$ cat config.mk
export PLATFORM = sky130hd
export DESIGN_NAME = exm_top
export DESIGN_NICKNAME = d
export VERILOG_FILES = /design/src/exm_pkg.sv /design/src/mul_counter.sv /design/src/exm_ctrl.sv /design/src/exec_unit.sv /design/src/reg_ex_mem.sv /design/src/mem_stage.sv /design/src/exm_top.sv
export SDC_FILE = /design/constraint.sdc
export NUM_CORES = 2
export LEC_CHECK = 0
export BUFFER_PORTS_ARGS = -buffer_cell sky130_fd_sc_hd__buf_4
export CORE_AREA = 2 2 620 622
export CTS_CLUSTER_SIZE = 20
export DETAILED_ROUTE_END_ITERATION = 12
export DIE_AREA = 0 0 622 624
export GPL_ROUTABILITY_DRIVEN = 0
export HOLD_SLACK_MARGIN = 0.12
export PLACE_DENSITY = 0.44
export SLEW_MARGIN = 20
export SYNTH_ARGS = -nofsm -noshare
export SYNTH_HDL_FRONTEND = slang
export SYNTH_SLANG_ARGS = --single-unit
$ cat constraint.sdc
create_clock -name clk -period 19.6 [get_ports clk]
set_input_delay 3.92 -clock clk [delete_from_list [all_inputs] [get_ports clk]]
set_output_delay 3.92 -clock clk [all_outputs]
set_load 0.1 [all_outputs]
$ cat src/exm_pkg.sv
// widths, op and exception codes, address union, pipeline stage structs
`default_nettype none

package exm_pkg;

    localparam int DATA_W     = 32;
    localparam int MEM_WORDS  = 64;
    localparam int MEM_IDX_W  = $clog2(MEM_WORDS);
    localparam int MUL_CYCLES = 32;
    localparam int MUL_CNT_W  = $clog2(MUL_CYCLES);

    typedef enum logic [3:0] {
        OP_NOP = 4'd0,
        OP_ADD = 4'd1,
        OP_SUB = 4'd2,
        OP_AND = 4'd3,
        OP_OR  = 4'd4,
        OP_SLT = 4'd5,
        OP_MUL = 4'd6,
        OP_LW  = 4'd7,
        OP_LBU = 4'd8,
        OP_SW  = 4'd9,
        OP_SB  = 4'd10
    } op_e;

    typedef enum logic [1:0] {
        EXC_NONE = 2'd0,
        EXC_ADEL = 2'd1, // load address error
        EXC_ADES = 2'd2  // store address error
    } exc_e;

    typedef struct packed {
        logic [DATA_W-MEM_IDX_W-3:0] tag;
        logic [MEM_IDX_W-1:0]        index;  // ram word
        logic [1:0]                  offset; // byte lane
    } mem_addr_t;

    // same word seen as data or as a ram address
    typedef union packed {
        logic [DATA_W-1:0] word;
        mem_addr_t         addr;
    } addr_word_u;

    typedef struct packed {
        logic [DATA_W-1:0] pc;
        op_e               op;
        logic [DATA_W-1:0] rs_val;
        logic [DATA_W-1:0] rt_val;
        logic [15:0]       imm;
        logic [4:0]        wraddr;
    } issue_t;

    typedef struct packed {
        logic              valid;
        logic [DATA_W-1:0] pc;
        op_e               op;
        addr_word_u        result; // alu value or agen address
        logic [DATA_W-1:0] sdata;  // store data
        logic [4:0]        wraddr;
        exc_e              exc;
    } ex_out_t;

    typedef struct packed {
        logic [4:0]        wraddr;
        logic [DATA_W-1:0] data;
    } wb_t;

    typedef struct packed {
        logic [DATA_W-1:0] pc;
        exc_e              code;
    } exc_t;

endpackage

`default_nettype wire

$ cat src/mul_counter.sv
// multiply iteration down-counter with last-cycle flag
`default_nettype none
`timescale 1ns/1ns

module mul_counter (
    input  logic clk,
    input  logic rst,
    input  logic start,
    input  logic cancel,
    output logic last
);
    import exm_pkg::*;

    logic [MUL_CNT_W-1:0] count;
    logic                 running;

    always_ff @(posedge clk or posedge rst) begin
        if (rst) begin
            count   <= '0;
            running <= 1'b0;
        end else if (cancel) begin
            count   <= '0;
            running <= 1'b0;
        end else if (start) begin
            count   <= MUL_CNT_W'(MUL_CYCLES - 1);
            running <= 1'b1;
        end else if (running) begin
            if (count != '0) begin
                count <= count - MUL_CNT_W'(1);
            end else begin
                running <= 1'b0; // final iteration done
            end
        end
    end

    assign last = running && (count == '0);

endmodule

`default_nettype wire

$ cat src/exm_ctrl.sv
// issue and multiply control FSM with busy and flush handling
`default_nettype none
`timescale 1ns/1ns

module exm_ctrl (
    input  logic         clk,
    input  logic         rst,
    input  logic         issue_valid,
    input  exm_pkg::op_e issue_op,
    input  logic         flush,
    input  logic         mul_last,
    output logic         mul_start,
    output logic         mul_cancel,
    output logic         mul_load,
    output logic         mul_step,
    output logic         mul_done,
    output logic         flush_q,
    output logic         busy
);
    import exm_pkg::*;

    typedef enum logic {IDLE, MUL} state_e;

    state_e state;
    state_e state_next;

    always_ff @(posedge clk or posedge rst) begin
        if (rst) begin
            state <= IDLE;
        end else begin
            state <= state_next;
        end
    end

    always_comb begin
        state_next = state;
        mul_start  = 1'b0;
        mul_load   = 1'b0;
        mul_step   = 1'b0;
        mul_done   = 1'b0;
        mul_cancel = 1'b0;
        case (state)
            IDLE: begin
                if (issue_valid && issue_op == OP_MUL && !flush) begin
                    mul_start  = 1'b1;
                    mul_load   = 1'b1;
                    state_next = MUL;
                end
            end
            MUL: begin
                if (flush) begin
                    mul_cancel = 1'b1; // drop the product
                    state_next = IDLE;
                end else begin
                    mul_step = 1'b1;
                    if (mul_last) begin
                        mul_done   = 1'b1;
                        state_next = IDLE;
                    end
                end
            end
            default: state_next = IDLE;
        endcase
    end

    assign busy    = (state == MUL);
    assign flush_q = flush; // bubble at this same edge

    a_no_issue_busy: assert property (@(posedge clk) disable iff (rst)
        busy |-> !issue_valid)
        else $error("issue_valid high while busy");

    a_start_idle: assert property (@(posedge clk) disable iff (rst)
        mul_start |-> !mul_last)
        else $error("mul_start while the counter is still running");

endmodule

`default_nettype wire

$ cat src/exec_unit.sv
// alu, shift-add multiplier, address generation and alignment check
`default_nettype none
`timescale 1ns/1ns

module exec_unit (
    input  logic             clk,
    input  logic             rst,
    input  logic             issue_valid,
    input  exm_pkg::issue_t  issue,
    input  logic             mul_load,
    input  logic             mul_step,
    input  logic             mul_done,
    output exm_pkg::ex_out_t ex_out
);
    import exm_pkg::*;

    logic [DATA_W-1:0] mcand;
    logic [DATA_W-1:0] mplier;
    logic [DATA_W-1:0] acc;
    logic [DATA_W-1:0] acc_next;
    logic [DATA_W-1:0] mul_pc;
    logic [4:0]        mul_wraddr;
    addr_word_u        agen;

    assign acc_next = acc + (mplier[0] ? mcand : '0);

    always_ff @(posedge clk or posedge rst) begin
        if (rst) begin
            mcand  <= '0;
            mplier <= '0;
            acc    <= '0;
        end else if (mul_load) begin
            mcand  <= issue.rs_val;
            mplier <= issue.rt_val;
            acc    <= '0;
        end else if (mul_step) begin
            mcand  <= mcand << 1;
            mplier <= mplier >> 1;
            acc    <= acc_next;
        end
    end

    always_ff @(posedge clk) begin
        if (mul_load) begin
            mul_pc     <= issue.pc; // kept for the late result
            mul_wraddr <= issue.wraddr;
        end
    end

    assign agen.word = issue.rs_val + {{16{issue.imm[15]}}, issue.imm};

    always_comb begin
        ex_out.valid       = issue_valid && (issue.op != OP_MUL);
        ex_out.pc          = issue.pc;
        ex_out.op          = issue.op;
        ex_out.sdata       = issue.rt_val;
        ex_out.wraddr      = issue.wraddr;
        ex_out.exc         = EXC_NONE;
        ex_out.result.word = '0;
        case (issue.op)
            OP_ADD: ex_out.result.word = issue.rs_val + issue.rt_val;
            OP_SUB: ex_out.result.word = issue.rs_val - issue.rt_val;
            OP_AND: ex_out.result.word = issue.rs_val & issue.rt_val;
            OP_OR:  ex_out.result.word = issue.rs_val | issue.rt_val;
            OP_SLT: ex_out.result.word = {{(DATA_W-1){1'b0}},
                                          $signed(issue.rs_val) < $signed(issue.rt_val)};
            OP_LW, OP_LBU, OP_SW, OP_SB: ex_out.result = agen;
            default: ex_out.result.word = '0;
        endcase
        if (issue.op == OP_LW && agen.addr.offset != 2'b00) begin
            ex_out.exc = EXC_ADEL;
        end else if (issue.op == OP_SW && agen.addr.offset != 2'b00) begin
            ex_out.exc = EXC_ADES;
        end
        if (mul_done) begin
            ex_out.valid       = 1'b1;
            ex_out.pc          = mul_pc;
            ex_out.op          = OP_MUL;
            ex_out.result.word = acc_next; // includes the last step
            ex_out.sdata       = '0;
            ex_out.wraddr      = mul_wraddr;
            ex_out.exc         = EXC_NONE;
        end
    end

endmodule

`default_nettype wire

$ cat src/reg_ex_mem.sv
// EX/MEM pipeline register with flush bubble
`default_nettype none
`timescale 1ns/1ns

module reg_ex_mem (
    input  logic             clk,
    input  logic             rst,
    input  logic             flush,
    input  exm_pkg::ex_out_t ex_in,
    output exm_pkg::ex_out_t mem_out
);
    import exm_pkg::*;

    // empty slot that still carries a pc
    function automatic ex_out_t bubble(input logic [DATA_W-1:0] pc);
        ex_out_t b;
        b.valid       = 1'b0;
        b.pc          = pc;
        b.op          = OP_NOP;
        b.result.word = '0;
        b.sdata       = '0;
        b.wraddr      = '0;
        b.exc         = EXC_NONE;
        return b;
    endfunction

    always_ff @(posedge clk or posedge rst) begin
        if (rst) begin
            mem_out <= bubble('0);
        end else if (flush) begin
            mem_out <= bubble(ex_in.pc); // pc survives the flush
        end else begin
            mem_out <= ex_in;
        end
    end

endmodule

`default_nettype wire

$ cat src/mem_stage.sv
// data ram, byte-lane stores, load extraction, wb and exception strobes
`default_nettype none
`timescale 1ns/1ns

module mem_stage (
    input  logic             clk,
    input  logic             rst,
    input  exm_pkg::ex_out_t mem_in,
    output logic             wb_valid,
    output exm_pkg::wb_t     wb,
    output logic             exc_valid,
    output exm_pkg::exc_t    exc
);
    import exm_pkg::*;

    logic [DATA_W-1:0]    ram [MEM_WORDS];
    logic [MEM_IDX_W-1:0] idx;
    logic [1:0]           off;
    logic                 ok;
    logic [3:0]           be;
    logic [DATA_W-1:0]    wdata;
    logic [DATA_W-1:0]    rd_q;
    logic [DATA_W-1:0]    pass_q;
    op_e                  op_q;
    logic [1:0]           off_q;
    logic [4:0]           wraddr_q;

    assign idx = mem_in.result.addr.index; // wraps past MEM_WORDS
    assign off = mem_in.result.addr.offset;
    assign ok  = mem_in.valid && (mem_in.exc == EXC_NONE);

    always_comb begin
        be    = 4'b0000;
        wdata = mem_in.sdata;
        if (ok && mem_in.op == OP_SW) begin
            be = 4'b1111;
        end else if (ok && mem_in.op == OP_SB) begin
            be    = 4'b0001 << off;
            wdata = {4{mem_in.sdata[7:0]}}; // byte on every lane
        end
    end

    always_ff @(posedge clk) begin
        for (int i = 0; i < 4; i++) begin
            if (be[i]) begin
                ram[idx][8*i +: 8] <= wdata[8*i +: 8];
            end
        end
        rd_q     <= ram[idx];
        pass_q   <= mem_in.result.word;
        op_q     <= mem_in.op;
        off_q    <= off;
        wraddr_q <= mem_in.wraddr;
        exc.pc   <= mem_in.pc;
        exc.code <= mem_in.exc;
    end

    always_ff @(posedge clk or posedge rst) begin
        if (rst) begin
            wb_valid  <= 1'b0;
            exc_valid <= 1'b0;
        end else begin
            wb_valid  <= ok && (mem_in.op inside {OP_ADD, OP_SUB, OP_AND, OP_OR,
                                                  OP_SLT, OP_MUL, OP_LW, OP_LBU});
            exc_valid <= mem_in.valid && (mem_in.exc != EXC_NONE);
        end
    end

    always_comb begin
        wb.wraddr = wraddr_q;
        case (op_q)
            OP_LW:   wb.data = rd_q;
            OP_LBU:  wb.data = {{(DATA_W-8){1'b0}}, rd_q[8*off_q +: 8]};
            default: wb.data = pass_q; // alu and mul
        endcase
    end

    a_exc_misaligned: assert property (@(posedge clk) disable iff (rst)
        (mem_in.valid && mem_in.exc != EXC_NONE)
            |-> (mem_in.op inside {OP_LW, OP_SW} && off != 2'b00))
        else $error("exception on an aligned or non-word access");

endmodule

`default_nettype wire

$ cat src/exm_top.sv
// top level with control, multiply counter, execute, EX/MEM register and memory stage
`default_nettype none
`timescale 1ns/1ns

module exm_top (
    input  logic            clk,
    input  logic            rst,
    input  logic            issue_valid,
    input  exm_pkg::issue_t issue,
    input  logic            flush,
    output logic            busy,
    output logic            wb_valid,
    output exm_pkg::wb_t    wb,
    output logic            exc_valid,
    output exm_pkg::exc_t   exc
);
    import exm_pkg::*;

    logic    mul_start;
    logic    mul_cancel;
    logic    mul_last;
    logic    mul_load;
    logic    mul_step;
    logic    mul_done;
    logic    flush_q;
    ex_out_t ex_out;
    ex_out_t mem_in;

    exm_ctrl exm_ctrl_inst (
        .clk         (clk),
        .rst         (rst),
        .issue_valid (issue_valid),
        .issue_op    (issue.op),
        .flush       (flush),
        .mul_last    (mul_last),
        .mul_start   (mul_start),
        .mul_cancel  (mul_cancel),
        .mul_load    (mul_load),
        .mul_step    (mul_step),
        .mul_done    (mul_done),
        .flush_q     (flush_q),
        .busy        (busy)
    );

    mul_counter mul_counter_inst (
        .clk    (clk),
        .rst    (rst),
        .start  (mul_start),
        .cancel (mul_cancel),
        .last   (mul_last)
    );

    exec_unit exec_unit_inst (
        .clk         (clk),
        .rst         (rst),
        .issue_valid (issue_valid),
        .issue       (issue),
        .mul_load    (mul_load),
        .mul_step    (mul_step),
        .mul_done    (mul_done),
        .ex_out      (ex_out)
    );

    reg_ex_mem reg_ex_mem_inst (
        .clk     (clk),
        .rst     (rst),
        .flush   (flush_q),
        .ex_in   (ex_out),
        .mem_out (mem_in)
    );

    mem_stage mem_stage_inst (
        .clk       (clk),
        .rst       (rst),
        .mem_in    (mem_in),
        .wb_valid  (wb_valid),
        .wb        (wb),
        .exc_valid (exc_valid),
        .exc       (exc)
    );

endmodule

`default_nettype wire

==> key figures <==
Layout
  – Layout cells sized above 1: a little under an eighth
  – Reg area: 70090 µm²
  – Most common cell after layout, fill and taps aside: edfxtp_1
  – Fillers: 38327
  – Post-layout instance area: 110700 µm²
  – Multi-input combinational cell area: 23100 µm²
  – Final Non-Filler Cells: ~12000
  – Synth-to-layout area growth: 16.63%
  – Commonest non-fill, non-tap cells in the layout: edfxtp_1 (2085), a22oi_1 (658), nand2_1 (453), nor2_1 (384), buf_4 (323)
  – Final core occ: 29.03%
  – Final nets: 6836

Detailed routing
  – Starting DRT DRC Count: 7042
  – Routed Antenna Nets: 0
  – Pre-antenna DRT Iters: 6
  – # DRC: 0
  – Avg WL per Cell: 29.33 µm
  – Vias per Instance: 5.131
  – Vias: 60507
  – Routed wire length: 345.8 mm

Timing
  – Final setup skew: 0.04090 ns
  – Worst Tran Pin Value: approximately 1.2 ns
  – Crit path time final: 7.278 ns
  – Aggregate negative setup slack: 0 ns
  – Final setup viols: 0
  – Max Fclk: approximately 140 MHz
  – Final worst setup slack: approximately 12 ns
  – Max-slew violations: 0
  – Rel. slew slack: 16.83%
  – Fin Hold WS: 0.3402 ns
  – Unrepaired setup endpoints after global routing: no
  – Final Hold Vio Count: 0
  – Final period utilization: 37.13%

Setup path
  – Slowest cell delay on critical path: 0.44 ns
  – Worst Path Max Fanout: 33
  – CP Launch Type: register
  – Worst Setup Path Type: register to output port
  – Flop2flop setup slack: 14.12 ns
  – CP required: 15.68 ns
  – Crit end category: output port
  – Worst path arrival time: between 3 and 4 ns
  – Launch point of the critical path: mem_stage_inst.op_q[3]
  – R2r endpoint: mem_stage_inst.ram[43][2]
  – Crit path top cell by count: buf_4
  – Critical path, cell by cell: and4b_1 > buf_4 > nor2_2 > buf_4 > a22oi_1 > nand2_1 > buf_4
  – FF-to-FF Start: reg_ex_mem_inst.mem_out[42]
  – Reg2Reg Depth: 7
  – Slowest CP cell: nor2_2

Clock network
  – Reg clk slew, reported paths: 0.06 ns
  – Clock root buffer: clkbuf_16
  – CTS tree: built
  – Number of cells upsized or downsized after cts: 0
  – H-tree depth: 4
  – CTS Buf Count: 247
  – Post-CTS Setup Bufs: 0
  – Hold Buf Count CTS: 0
  – Longest Clk Path Bufs: 4
  – Clock sinks: 2405
  – Worst-Skew Late Latency: 0.91 ns

Flow run
  – Max Cap Viol: 0

Global route
  – First-pass GRT wire length: 478.6 mm
  – All-layer global routing usage: approximately 17%
  – Pin count of the biggest net entering global routing: 111
  – GRT Residual Overflow: 0
  – Vias in the first global route: 58938
  – Initial antenna violation count: 38

Synthesis
  – Syn Inst Count: 6364
  – EDFF count, synth: around 2100
  – Yosys warnings: 0
  – Yosys reg bits: 2405
  – Number of distinct library cells after synthesis: 76
  – Share of the synthesized area in the top cell type: about 66%
  – Area leader, netlist: edfxtp_1
  – Syn nets: between 6000 and 7000
  – Seq/Total Area, Yosys: 73.86%
  – Asr flop ratio synth: under 10%
  – Synth top area cells: edfxtp_1 (66%), dfrtp_1 (5.6%), a22oi_1 (5.2%)
  – Ys flop type: edfxtp_1
  – Netlist Area Pre-Place: roughly 95000 µm²
  – Syn Area/Cell: around 15 µm²

Die
  – DIE HEIGHT: 624 µm
  – Std-Cell Rows: around 230
  – Die X-Extent: 622 µm
  – Core ar.: 381200 µm²
  – Io pins: 199
  – Full die area: 388100 µm²
  – Initial core utilization: 24.89%

Hold path
  – Hold WC Path Type: register to register
  – Hold path depth: 0
  – HP Start: reg_ex_mem_inst.mem_out[84]
  – Hold EP: mem_stage_inst.exc[11]

Pwr
  – Leak: 34.09 nW
  – Final Total Pwr: 11.83 mW
  – Worst VDD drop: approximately 0.000071 V
  – Power Density: 106.9 nW/µm²

Place
  – Dpl cells: between 10000 and 15000
  – Dpl hpwl: between 200 and 250 mm
  – Port bufs: 198
  – Post-Place Worst Slack: 11.73 ns
  – Post-DP Area: 102600 µm²

Status
  – Run status: complete, no violations
==> synthesized netlist by cell type, types with 6 or more instances <==
| master | instances |
|---|---|
| nand2b_1 | 18 |
| nand3_1 | 59 |
| nand4_1 | 60 |
| nand2_1 | 478 |
| and3_1 | 19 |
| a21oi_1 | 192 |
| o31ai_1 | 7 |
| o22ai_1 | 42 |
| nor4_1 | 38 |
| a211oi_1 | 29 |
| nand3b_1 | 8 |
| o221ai_1 | 25 |
| mux4_2 | 8 |
| ha_1 | 167 |
| a22o_1 | 230 |
| o21a_1 | 9 |
| inv_1 | 116 |
| a311oi_1 | 7 |
| o211ai_1 | 23 |
| and2_1 | 45 |
| mux2i_1 | 31 |
| dfrtp_1 | 213 |
| xor2_1 | 29 |
| a22oi_1 | 658 |
| nor3b_1 | 7 |
| buf_1 | 66 |
| nor2_1 | 407 |
| dfxtp_1 | 107 |
| a221o_1 | 10 |
| a31oi_1 | 221 |
| o31a_1 | 6 |
| edfxtp_1 | 2085 |
| clkbuf_1 | 340 |
| xnor2_1 | 34 |
| nor2b_1 | 17 |
| a2111oi_0 | 16 |
| o22a_1 | 6 |
| o21bai_1 | 24 |
| nor3_1 | 34 |
| o21ai_0 | 107 |
| a221oi_1 | 225 |
| or3_1 | 11 |
| a21o_1 | 52 |
==> metal layers <==
metal	vias up	global-route usage [%]	share of wire (%)	routed length, µm
li1	25765	-	-	-
met1	31607	23.79	43	148600
met2	2675	27.36	46	159400
met3	440	3.287	8.0	27710
met4	20	4.960	2.9	10040
met5	-	0	0.041	142
==> worst max path at each step <==
stage | endpoint | slack, ns | cells past startpoint
finish | wb[2] | 12.32 | 7
global placement | reg_ex_mem_inst.mem_out[68] | 11.74 | 13
floorplan | exec_unit_inst.acc[0] | 9.86 | 1
global route | wb[2] | 12.25 | 6
CTS | wb[2] | 12.33 | 7
detailed placement | reg_ex_mem_inst.mem_out[68] | 11.73 | 13
==> power by group <==
group	internal (mW)	total, mW	switching, mW
registers	5.67	5.78	0.119
clock network	2.73	4.74	2.01
logic	0.381	1.31	0.931
==> cells by family after synthesis <==
| group | share of synthesized area [%] |
|---|---|
| flip-flops | 73.86 |
| AO/OA/AOI/OAI | 15.00 |
| AND/OR/NAND/NOR | 5.677 |
| buffers and inverters | 2.080 |
| adder cells (fa/ha/maj) | 2.287 |
| XOR/XNOR | 0.5815 |
| multiplexers | 0.5169 |
==> critical path, delay by kind of cell (launching register included) <==
| family | cells | cell delay (ns) |
|---|---|---|
| DFF | 1 | 0.35 |
| buffers and inverters | 3 | 1.01 |
| and+or+nand+nor | 3 | 0.99 |
| AOI/OAI and AO/OA | 1 | 0.12 |
==> state kept, by name, indices dropped and copies added, names as in the netlist, 4 cells and up <==
signal	flops
mem_stage_inst.ram	2048
reg_ex_mem_inst.mem_out	108
mem_stage_inst.exc	34
exec_unit_inst.acc	32
exec_unit_inst.mcand	32
exec_unit_inst.mplier	32
exec_unit_inst.mul_pc	32
mem_stage_inst.pass_q	32
mem_stage_inst.rd_q	32
exec_unit_inst.mul_wraddr	5
mem_stage_inst.wraddr_q	5
mul_counter_inst.count	5
mem_stage_inst.op_q	4
==> area by class of cell <==
class,instances,share of cell area (%)
Multi-Input combinational cell,3434,20.87
Inverter,117,0.4082
Antenna cell,12,0.02714
Clock buffer,312,6.041
Sequential cell,2405,63.34
Timing Repair Buffer,335,2.408
Tap cell,5038,5.696
Clock inverter,140,1.206
No activity file was read; power rests on OpenSTA's default activity.
